--- src/hdl/nn_pkg.sv ---
`default_nettype none

package nn_pkg;

  // Network shape
  localparam int n_in  = 4;
  localparam int n_hid = 3;
  localparam int n_w1  = n_in * n_hid;

  // Calculation step counter
  localparam int step_w = 3;

  // Steps 0 to n_in-1 accumulate the hidden sums
  localparam logic [step_w-1:0] relu_step = 3'd4;
  localparam logic [step_w-1:0] out_step  = 3'd5;

  typedef enum logic [1:0] {
    st_idle,
    st_load,
    st_calc,
    st_out
  } ctrl_state_t;

endpackage

`default_nettype wire

--- src/hdl/nn_ctrl.sv ---
`timescale 1ns/1ps
`default_nettype none

module nn_ctrl (
  input  wire                       clk,
  input  wire                       rst_n,
  input  wire                       in_valid_d,
  output logic                      calc,
  output logic [nn_pkg::step_w-1:0] step,
  output logic                      fire
);

  nn_pkg::ctrl_state_t state;
  nn_pkg::ctrl_state_t next_state;

  always_ff @(posedge clk or negedge rst_n) begin
    if (!rst_n) begin
      state <= nn_pkg::st_idle;
    end else begin
      state <= next_state;
    end
  end

  always_comb begin
    next_state = state;
    case (state)
      nn_pkg::st_idle: begin
        if (in_valid_d) begin
          next_state = nn_pkg::st_load;
        end
      end
      nn_pkg::st_load: begin
        // Calculation starts once the data strobe drops
        if (!in_valid_d) begin
          next_state = nn_pkg::st_calc;
        end
      end
      nn_pkg::st_calc: begin
        if (step == nn_pkg::out_step) begin
          next_state = nn_pkg::st_out;
        end
      end
      nn_pkg::st_out: begin
        next_state = nn_pkg::st_idle;
      end
      default: begin
        next_state = nn_pkg::st_idle;
      end
    endcase
  end

  // Step counter runs only inside the calculation
  always_ff @(posedge clk or negedge rst_n) begin
    if (!rst_n) begin
      step <= '0;
    end else if (state == nn_pkg::st_calc && step != nn_pkg::out_step) begin
      step <= step + 1'b1;
    end else begin
      step <= '0;
    end
  end

  assign calc = (state == nn_pkg::st_calc);
  assign fire = (state == nn_pkg::st_out);

endmodule

`default_nettype wire

--- src/hdl/nn_operand_store.sv ---
`timescale 1ns/1ps
`default_nettype none

module nn_operand_store #(
  parameter int data_w = 16
) (
  input  wire                                         clk,
  input  wire                                         rst_n,
  input  wire                                         in_valid_w1,
  input  wire                                         in_valid_w2,
  input  wire                                         in_valid_d,
  input  wire  [data_w-1:0]                           weight1,
  input  wire  [data_w-1:0]                           weight2,
  input  wire  [data_w-1:0]                           data_point,
  output logic [nn_pkg::n_w1-1:0][data_w-1:0]         w1,
  output logic [nn_pkg::n_hid-1:0][data_w-1:0]        w2,
  output logic [nn_pkg::n_in-1:0][data_w-1:0]         d
);

  // New word enters at the top index, oldest ends up at index 0
  always_ff @(posedge clk or negedge rst_n) begin
    if (!rst_n) begin
      w1 <= '0;
    end else if (in_valid_w1) begin
      w1 <= {weight1, w1[nn_pkg::n_w1-1:1]};
    end
  end

  always_ff @(posedge clk or negedge rst_n) begin
    if (!rst_n) begin
      w2 <= '0;
    end else if (in_valid_w2) begin
      w2 <= {weight2, w2[nn_pkg::n_hid-1:1]};
    end
  end

  always_ff @(posedge clk or negedge rst_n) begin
    if (!rst_n) begin
      d <= '0;
    end else if (in_valid_d) begin
      d <= {data_point, d[nn_pkg::n_in-1:1]};
    end
  end

endmodule

`default_nettype wire

--- src/hdl/nn_mac_lane.sv ---
`timescale 1ns/1ps
`default_nettype none

module nn_mac_lane #(
  parameter int data_w = 16,
  parameter int frac_w = 8
) (
  input  wire                      clk,
  input  wire                      rst_n,
  input  wire                      first,
  input  wire                      mac_en,
  input  wire                      relu_en,
  input  wire        [data_w-1:0]  x,
  input  wire        [data_w-1:0]  w,
  output logic       [data_w-1:0]  h
);

  logic signed [2*data_w-1:0] full;
  logic signed [2*data_w-1:0] shifted;
  logic        [data_w-1:0]   prod;
  logic        [data_w-1:0]   acc;

  // Fixed-point product, truncated back to word width
  always_comb begin
    full    = $signed(x) * $signed(w);
    shifted = full >>> frac_w;
    prod    = shifted[data_w-1:0];
  end

  always_ff @(posedge clk) begin
    if (mac_en) begin
      acc <= first ? prod : acc + prod;
    end
  end

  // ReLU on the finished sum
  always_ff @(posedge clk or negedge rst_n) begin
    if (!rst_n) begin
      h <= '0;
    end else if (relu_en) begin
      h <= acc[data_w-1] ? '0 : acc;
    end
  end

endmodule

`default_nettype wire

--- src/hdl/nn_hidden_layer.sv ---
`timescale 1ns/1ps
`default_nettype none

module nn_hidden_layer #(
  parameter int data_w = 16,
  parameter int frac_w = 8
) (
  input  wire                                          clk,
  input  wire                                          rst_n,
  input  wire                                          calc,
  input  wire  [nn_pkg::step_w-1:0]                    step,
  input  wire  [nn_pkg::n_w1-1:0][data_w-1:0]          w1,
  input  wire  [nn_pkg::n_in-1:0][data_w-1:0]          d,
  output logic [nn_pkg::n_hid-1:0][data_w-1:0]         h
);

  localparam int sel_w = $clog2(nn_pkg::n_in);

  logic             first;
  logic             mac_en;
  logic             relu_en;
  logic [sel_w-1:0] sel;

  // Step decode shared by all lanes
  assign first   = calc && (step == '0);
  assign mac_en  = calc && (step < nn_pkg::n_in);
  assign relu_en = calc && (step == nn_pkg::relu_step);
  assign sel     = step[sel_w-1:0];

  for (genvar lane = 0; lane < nn_pkg::n_hid; lane++) begin : g_lane
    nn_mac_lane #(
      .data_w (data_w),
      .frac_w (frac_w)
    ) u_lane (
      .clk     (clk),
      .rst_n   (rst_n),
      .first   (first),
      .mac_en  (mac_en),
      .relu_en (relu_en),
      .x       (d[sel]),
      .w       (w1[lane*nn_pkg::n_in + sel]),
      .h       (h[lane])
    );
  end

endmodule

`default_nettype wire

--- src/hdl/nn_output_neuron.sv ---
`timescale 1ns/1ps
`default_nettype none

module nn_output_neuron #(
  parameter int data_w = 16,
  parameter int frac_w = 8
) (
  input  wire                                          clk,
  input  wire                                          rst_n,
  input  wire                                          calc,
  input  wire  [nn_pkg::step_w-1:0]                    step,
  input  wire  [nn_pkg::n_hid-1:0][data_w-1:0]         h,
  input  wire  [nn_pkg::n_hid-1:0][data_w-1:0]         w2,
  output logic                                         out_valid,
  output logic [data_w-1:0]                            out
);

  logic [data_w-1:0] sum;
  logic              done;

  // Three products summed in one stage, wrapping at word width
  always_comb begin
    logic signed [2*data_w-1:0] full;
    logic signed [2*data_w-1:0] shifted;
    sum = '0;
    for (int j = 0; j < nn_pkg::n_hid; j++) begin
      full    = $signed(h[j]) * $signed(w2[j]);
      shifted = full >>> frac_w;
      sum     = sum + shifted[data_w-1:0];
    end
  end

  assign done = calc && (step == nn_pkg::out_step);

  // Output is zero outside its single valid cycle
  always_ff @(posedge clk or negedge rst_n) begin
    if (!rst_n) begin
      out_valid <= 1'b0;
      out       <= '0;
    end else if (done) begin
      out_valid <= 1'b1;
      out       <= sum;
    end else begin
      out_valid <= 1'b0;
      out       <= '0;
    end
  end

endmodule

`default_nettype wire

--- src/hdl/nn_top.sv ---
`timescale 1ns/1ps
`default_nettype none

module nn_top #(
  parameter int data_w = 16,
  parameter int frac_w = 8
) (
  input  wire                clk,
  input  wire                rst_n,
  input  wire                in_valid_w1,
  input  wire                in_valid_w2,
  input  wire                in_valid_d,
  input  wire  [data_w-1:0]  weight1,
  input  wire  [data_w-1:0]  weight2,
  input  wire  [data_w-1:0]  data_point,
  output logic               out_valid,
  output logic [data_w-1:0]  out
);

  logic                                  calc;
  logic [nn_pkg::step_w-1:0]             step;
  logic [nn_pkg::n_w1-1:0][data_w-1:0]   w1;
  logic [nn_pkg::n_hid-1:0][data_w-1:0]  w2;
  logic [nn_pkg::n_in-1:0][data_w-1:0]   d;
  logic [nn_pkg::n_hid-1:0][data_w-1:0]  h;

  nn_ctrl u_ctrl (
    .clk        (clk),
    .rst_n      (rst_n),
    .in_valid_d (in_valid_d),
    .calc       (calc),
    .step       (step),
    .fire       ()
  );

  nn_operand_store #(
    .data_w (data_w)
  ) u_store (
    .clk         (clk),
    .rst_n       (rst_n),
    .in_valid_w1 (in_valid_w1),
    .in_valid_w2 (in_valid_w2),
    .in_valid_d  (in_valid_d),
    .weight1     (weight1),
    .weight2     (weight2),
    .data_point  (data_point),
    .w1          (w1),
    .w2          (w2),
    .d           (d)
  );

  nn_hidden_layer #(
    .data_w (data_w),
    .frac_w (frac_w)
  ) u_hidden (
    .clk   (clk),
    .rst_n (rst_n),
    .calc  (calc),
    .step  (step),
    .w1    (w1),
    .d     (d),
    .h     (h)
  );

  nn_output_neuron #(
    .data_w (data_w),
    .frac_w (frac_w)
  ) u_output (
    .clk       (clk),
    .rst_n     (rst_n),
    .calc      (calc),
    .step      (step),
    .h         (h),
    .w2        (w2),
    .out_valid (out_valid),
    .out       (out)
  );

endmodule

`default_nettype wire

--- config.mk ---
export PLATFORM = sky130hd
export DESIGN_NAME = nn_top
export DESIGN_NICKNAME = d
export VERILOG_FILES = /design/src/hdl/nn_pkg.sv /design/src/hdl/nn_ctrl.sv /design/src/hdl/nn_operand_store.sv /design/src/hdl/nn_mac_lane.sv /design/src/hdl/nn_hidden_layer.sv /design/src/hdl/nn_output_neuron.sv /design/src/hdl/nn_top.sv
export SDC_FILE = /design/constraint.sdc
export NUM_CORES = 2
export LEC_CHECK = 0
export BUFFER_PORTS_ARGS = -buffer_cell sky130_fd_sc_hd__buf_2
export CORE_MARGIN = 3
export CORE_UTILIZATION = 40
export DETAILED_ROUTE_END_ITERATION = 16
export PLACE_DENSITY_LB_ADDON = 0.05
export SYNTH_ARGS = -nofsm -noshare
export SYNTH_HDL_FRONTEND = slang
export SYNTH_SLANG_ARGS = --single-unit
--- constraint.sdc ---
create_clock -name clk -period 10.8 [get_ports clk]
set_clock_uncertainty 0.2 [all_clocks]
set_input_delay 2.16 -clock clk [delete_from_list [all_inputs] [get_ports clk]]
set_output_delay 2.16 -clock clk [all_outputs]
set_load 0.005 [all_outputs]
# Word level (Yosys, flattened, before mapping)
# Index checks and enable logic that the tools add are counted.
# op_classes
add_sub_neg	8
mul	6
magnitude_cmp	5
eq_ne	9
mux	21
n_reduce_logical	8
# op_table
operator	count
multiplier 16 x 16 -> 24 bit	6
binary-select mux 16 bit (select 4 bit)	2
2-to-1 mux 16 bit	8
adder 16 bit	5
binary-select mux 16 bit (select 2 bit)	2
less-than comparator 32 x 5 -> 1 bit, second input constant	2
2-to-1 mux 15 bit	3
case mux 2 bit (4 select lines)	1
== test 3 bit, second input constant	2
2-to-1 mux 2 bit	3
!= test 2 bit, second input constant	3
adder 4 x 2 -> 5 bit, first input constant	1
logical AND 1 bit	5
less-than comparator 2 x 5 -> 1 bit, second input constant	1
adder 3 x 2 -> 4 bit, first input constant	1
== test 2 bit, second input constant	2
adder 3 x 1 -> 3 bit, second input constant	1
zero test 3 bit	1
less-than comparator 2 x 3 -> 1 bit, second input constant	1
less-than comparator 3 bit, second input constant	1
2-to-1 mux 3 bit	1
!= test 3 bit, second input constant	1
AND reduction 3 bit	1
== test 2 x 1 -> 1 bit, second input constant	1
2 further kinds	2
# word_totals
reg_bits	419
out_inout_bits	17
word_cells	86

# Logic depth before layout (Yosys ltp)
# depth
ltp_word	6
depth_mapped	44
depth_no_buf	36

# By module
# Synthesis repeated with hierarchy kept, for this count alone.
# unflattened
cells_unflattened	6507
area_unflattened_um2	64907.3
# by_module_without_submodules
mod	n_inst	cells_each	area_each_um2	seq_area_each_um2
nn_output_neuron	1	2669	23606.4	425.4
nn_mac_lane at u_hidden.g_lane[1].u_lane ...	2	1038	9370.2	855.8
nn_operand_store	1	641	11375.9	7607.3
nn_mac_lane at u_hidden.g_lane[0].u_lane	1	1016	9331.4	855.8
nn_hidden_layer	1	81	1570.3	0.0
nn_ctrl	1	24	282.8	125.1

# Worst setup path after synthesis
# No wires, ideal clock.
# synth_path
kind	reg2reg
startpoint	register u_ctrl.step[1] (netlist name)
endpoint	register u_hidden.g_lane[0].u_lane.acc[15] (data pin)
setup_time_ps	263
arrival_time_ps	8918
path_slack_ps	1419
path_stages_with_launch	43
path_buffers	8
path_cell_list	dfrtp_1 buf_4 buf_4 buf_6 buf_6 buf_2 buf_2 buf_2 mux2i_1 nand2_1 o21ai_1 clkbuf_1 nor2_1 fa_1 inv_1 fa_1 fa_1 inv_1 [7 not listed] nand3_1 nor4_1 or2_1 o221ai_2 a21oi_1 o21ai_1 nand2b_1 xor2_1 ha_1 and2_1 a31oi_1 o31ai_1 o41ai_1 o2111ai_1 a21oi_1 xnor2_1 nand2_1 xor2_1
# synth_via
elab_chain_cells	5
elab_cells_between_ends	9
classes_between	add/sub: 1; mul: 1; mux: 5; reduce/logical: 2
# synth_lines
item	line_no	rtl
from (decl)	nn_ctrl.sv:9	output logic [nn_pkg::step_w-1:0] step,
from (signal assigned)	nn_ctrl.sv:57	step <= step + 1'b1;
binary-select mux 16 bit (select 2 bit) (on tied branches)	nn_hidden_layer.sv:40, nn_hidden_layer.sv:41	
2-to-1 mux 16 bit (on tied branches)	nn_hidden_layer.sv:40, nn_hidden_layer.sv:41	
multiplier 16 x 16 -> 24 bit	nn_mac_lane.sv:25	full = $signed(x) * $signed(w);
adder 16 bit	nn_mac_lane.sv:32	acc <= first ? prod : acc + prod;
2-to-1 mux 16 bit *	nn_mac_lane.sv:32	
to (signal assigned)	nn_mac_lane.sv:32	
to (decl)	nn_mac_lane.sv:21	logic [data_w-1:0] acc;
# Mark *: on every way between the ends. The rest lies on a longest branch, timed or not. The select of a mux whose other input is x is not followed.
# A chain may end at the register's enable or synchronous reset.

# Final worst setup path
# layout_path
startpoint	register u_ctrl.step[0] (netlist name)
endpoint	register u_hidden.g_lane[0].u_lane.acc[15] (data pin)
# The elaborated chain is that of the path after synthesis.

==> impl_table.tex <==
\begin{tabular}{lr}
\hline
Metric & Value \\
\hline
\multicolumn{2}{l}{\textbf{Timing}} \\
Measured slew at the worst slew-check pin & 1270 ps \\
Period minus WS final & 9590 ps \\
Count of final setup violators & 0 \\
Setup total negative slack & 0 ps \\
Slew headroom & 15.4\% \\
Highest Clock Rate & 104 MHz \\
Worst hold slack after final layout & 279 ps \\
Number of pins exceeding their max-slew limit in the final report & 0 \\
Final Hold Vio Count & 0 \\
Unrepaired setup endpoints after global routing & no \\
Post-route fraction of the period consumed by the critical path & 88.8\% \\
\multicolumn{2}{l}{\textbf{Routing}} \\
Remaining DRCs & 0 \\
Post-route ant nets & 0 \\
Number of DRC markers in iteration 0 & 2,047 \\
Final routed wire length divided by cell count & 20.9 um \\
Pre-Repair DR Iteration Count & 6 \\
Overall via count from detail\_route & 42,600 \\
Total wire length & 180 mm \\
DR vias/cell & 4.94 \\
\multicolumn{2}{l}{\textbf{Final layout}} \\
Final cell count without fillers & 8,615 \\
Most frequent cells in the layout & 1,427 x sky130\_fd\_sc\_hd\_\_inv\_1, 1,060 x sky130\_fd\_sc\_hd\_\_fa\_1, 791 x sky130\_fd\_sc\_hd\_\_nand2\_1 \\
Final layout net count & 8,154 \\
Leading cell type in the layout, fill and taps excluded & sky130\_fd\_sc\_hd\_\_inv\_1 \\
Fraction of layout instances using a drive strength above 1 & 10.9\% \\
FF/Latch Area & 10,700 um2 \\
Area occupied by multi-input gates & 45,700 um2 \\
Fillers & 15,400 \\
Layout Area Growth over Synthesis & 7.41\% \\
\multicolumn{2}{l}{\textbf{Yosys}} \\
Syn\_area\_per\_cell & 9.59 um2 \\
Area of the mapped netlist & 62,800 um2 \\
Main flop type after synthesis & sky130\_fd\_sc\_hd\_\_dfrtp\_1 \\
Seq/Total Area, Yosys & 17.1\% \\
Syn Inst Count & 6,546 \\
Number of warnings issued by yosys & 0 \\
Post-synth EDFFs & 48 \\
Synth Net Count & 8,175 \\
Proportion of register bits with asynchronous set or reset after synthesis & 88.5\% \\
Flops \& latches, synth & 419 \\
Count of unique library cells instantiated by Yosys & 70 \\
\multicolumn{2}{l}{\textbf{GRT}} \\
Number of antenna violations at the first check in global routing & 3 \\
Maximum number of pins on one net before global-route repair & 139 \\
Via count of the first global-routing pass & 46,700 \\
Overall overflow remaining after global route & 0 \\
Overall Global Routing Usage & 23.0\% \\
Wire length of the first global-routing pass & 284 mm \\
\multicolumn{2}{l}{\textbf{Placed design}} \\
Detailed-placement wirelength estimate & 143 mm \\
Final Wtd Congestion & 0.840 \\
Port Buffer Count & 69 \\
Placed Instances & 8,514 \\
\multicolumn{2}{l}{\textbf{Floorplan}} \\
Die Height & 402 um \\
Effective utilization at floorplan & 40.5\% \\
Placeable Area & 155,000 um2 \\
Placement row count & 144 \\
I/O pins & 70 \\
X dimension of the die & 402 um \\
Die area & 162,000 um2 \\
\multicolumn{2}{l}{\textbf{Critical path}} \\
CP required & 11,000 ps \\
Destination of the critical timing path & u\_hidden.g\_lane[0].u\_lane.acc[15] \\
Capture instance of the worst register-to-register path & u\_hidden.g\_lane[0].u\_lane.acc[15] \\
Highest net fanout along the worst path & 63 \\
Worst setup path startpoint & u\_ctrl.step[0] \\
Kind of launch point of the worst setup path & register \\
Slack of the worst reg-to-reg path & 1210 ps \\
Data arrival at the endpoint of the critical path & 9790 ps \\
Reg-to-reg startpoint & u\_ctrl.step[0] \\
Critical-path top delay cell & sky130\_fd\_sc\_hd\_\_dfrtp\_4 \\
Critical path class & reg2reg \\
Cell type with the highest occurrence count on the critical path & sky130\_fd\_sc\_hd\_\_fa\_1 \\
Element type at the critical path end & register \\
Worst Reg2Reg Path Length in Cells & 32 \\
Slowest stage delay, CP & 960 ps \\
\multicolumn{2}{l}{\textbf{CTS}} \\
Hold Buf Count CTS & 0 \\
H-Tree Level Count & 2 \\
CTS Root Buffer Type & sky130\_fd\_sc\_hd\_\_clkbuf\_16 \\
Post-CTS sizing & 0 \\
Number of buffers created by CTS & 53 \\
Clock insertion delay at the later pin of the skew report & 680 ps \\
Number of buffers on the longest clock path & 3 \\
Setup fix buffers added after clock tree synthesis & 0 \\
Register clock-pin slew on the reported worst setup and hold paths & 70 ps \\
TritonCTS clock tree & yes \\
TritonCTS sink count & 419 \\
\multicolumn{2}{l}{\textbf{Hold path}} \\
Type of the tightest min-delay check & reg2reg \\
\multicolumn{2}{l}{\textbf{Flow run}} \\
Max-cap violation count & 0 \\
\multicolumn{2}{l}{\textbf{Run status}} \\
Run status & completed \\
\hline
\end{tabular}
-- worst max-delay path: cells and delay by family (launching register included) --
kind	cells	cell delay, ps
AOI/OAI and AO/OA	8	1790
xor gates and xnor gates	3	500
adders and majority gates	8	3330
buffers and inverters	4	510
DFF	1	960
muxes	1	750
and+or+nand+nor	8	1180
-- metal layers --
layer	GRT usage [%]	wire length, um
met5	0	0
met3	2.08	5470
met1	29.6	77500
met2	41.7	93000
met4	5.05	4230
-- cells by family after synthesis --
logic type | after synthesis | share of synthesized area, %
AO/OA/AOI/OAI | 401 | 4.02
XOR/XNOR | 252 | 3.56
adder cells (fa/ha/maj) | 1576 | 44.1
buffers and inverters | 1691 | 10.2
flip-flops | 419 | 17.1
multiplexers | 419 | 7.90
AND/OR/NAND/NOR | 1788 | 13.1
-- registers in the layout (all words and copies together) (netlist names) --
| register | flops |
|---|---|
| u_ctrl.step | 3 |
| u_output.out | 16 |
| u_output.out_valid | 1 |
| u_store.w2 | 48 |
| u_ctrl.state | 2 |
| u_store.d | 64 |
| u_hidden.g_lane.u_lane.h | 45 |
| u_hidden.g_lane.u_lane.acc | 48 |
| u_store.w1 | 192 |
-- how the worst min path moves through the flow --
stage,from,to,slack (ps),depth (start not counted)
2_1_floorplan,u_store.w1[128],u_store.w1[112],250,2
3_3_place_gp,u_store.w1[176],u_store.w1[160],260,2
3_5_place_dp,u_store.w1[160],u_store.w1[144],270,2
4_1_cts,u_store.w1[144],u_store.w1[128],270,2
5_1_grt,u_store.d[11],u_store.d[11],310,1
6_report,u_store.w1[144],u_store.w1[128],280,2
-- stage by stage --
| stage | setup slack (ps) | area [um2] | util (%) |
|---|---|---|---|
| 2_1_floorplan | 1420 | 62800 | - |
| 3_3_place_gp | 1260 | 65600 | 42.4 |
| 3_5_place_dp | 1200 | 65600 | 42.4 |
| 4_1_cts | 1180 | 67400 | 43.5 |
| 5_1_grt | 424 | 67400 | 43.5 |
| 6_report | 1210 | 67400 | 43.5 |
-- cells in the mapped netlist, types with 6 or more instances --
master | count | area [um2]
sky130_fd_sc_hd__ha_1 | 516 | 6460
sky130_fd_sc_hd__inv_1 | 1427 | 5360
sky130_fd_sc_hd__o21a_1 | 48 | 360
sky130_fd_sc_hd__buf_2 | 17 | 85.1
sky130_fd_sc_hd__o21ai_1 | 29 | 145
sky130_fd_sc_hd__a31oi_1 | 12 | 75.1
sky130_fd_sc_hd__mux4_2 | 26 | 586
sky130_fd_sc_hd__nand4_1 | 12 | 75.1
sky130_fd_sc_hd__nor2_1 | 376 | 1410
sky130_fd_sc_hd__buf_4 | 6 | 45.0
sky130_fd_sc_hd__a21oi_1 | 91 | 455
sky130_fd_sc_hd__xor2_1 | 73 | 639
sky130_fd_sc_hd__fa_1 | 1060 | 21200
sky130_fd_sc_hd__dfrtp_1 | 371 | 9280
sky130_fd_sc_hd__and2_1 | 396 | 2480
sky130_fd_sc_hd__mux2_2 | 351 | 3950
sky130_fd_sc_hd__nand3_1 | 22 | 110
sky130_fd_sc_hd__o21bai_1 | 13 | 97.6
sky130_fd_sc_hd__buf_1 | 10 | 37.5
sky130_fd_sc_hd__nand2_1 | 792 | 2970
sky130_fd_sc_hd__nand2b_1 | 72 | 450
sky130_fd_sc_hd__nor3_1 | 30 | 150
sky130_fd_sc_hd__or2_2 | 18 | 113
sky130_fd_sc_hd__a21o_1 | 45 | 338
sky130_fd_sc_hd__and3_1 | 10 | 62.6
sky130_fd_sc_hd__clkbuf_1 | 228 | 856
sky130_fd_sc_hd__o21ai_0 | 109 | 546
sky130_fd_sc_hd__mux2i_1 | 42 | 420
sky130_fd_sc_hd__o31ai_1 | 11 | 82.6
sky130_fd_sc_hd__edfxtp_1 | 48 | 1440
sky130_fd_sc_hd__xnor2_1 | 177 | 1550
sky130_fd_sc_hd__nor2b_1 | 34 | 213
sky130_fd_sc_hd__or3_1 | 9 | 56.3
-- final cells by class --
| class | count | share of cell area (%) |
|---|---|---|
| tap | 2044 | 3.79 |
| multi-input combinational | 4436 | 67.8 |
| timing repair buffer | 188 | 1.90 |
| antenna | 1 | 0.00371 |
| sequential | 419 | 15.9 |
| clock buffer | 64 | 2.15 |
| clock inverter | 36 | 0.512 |
| inverter | 1427 | 7.94 |
Power is left out: the tool's default activity adds up to more than one toggle a clock period on the data nets, which glitch-free logic cannot reach.
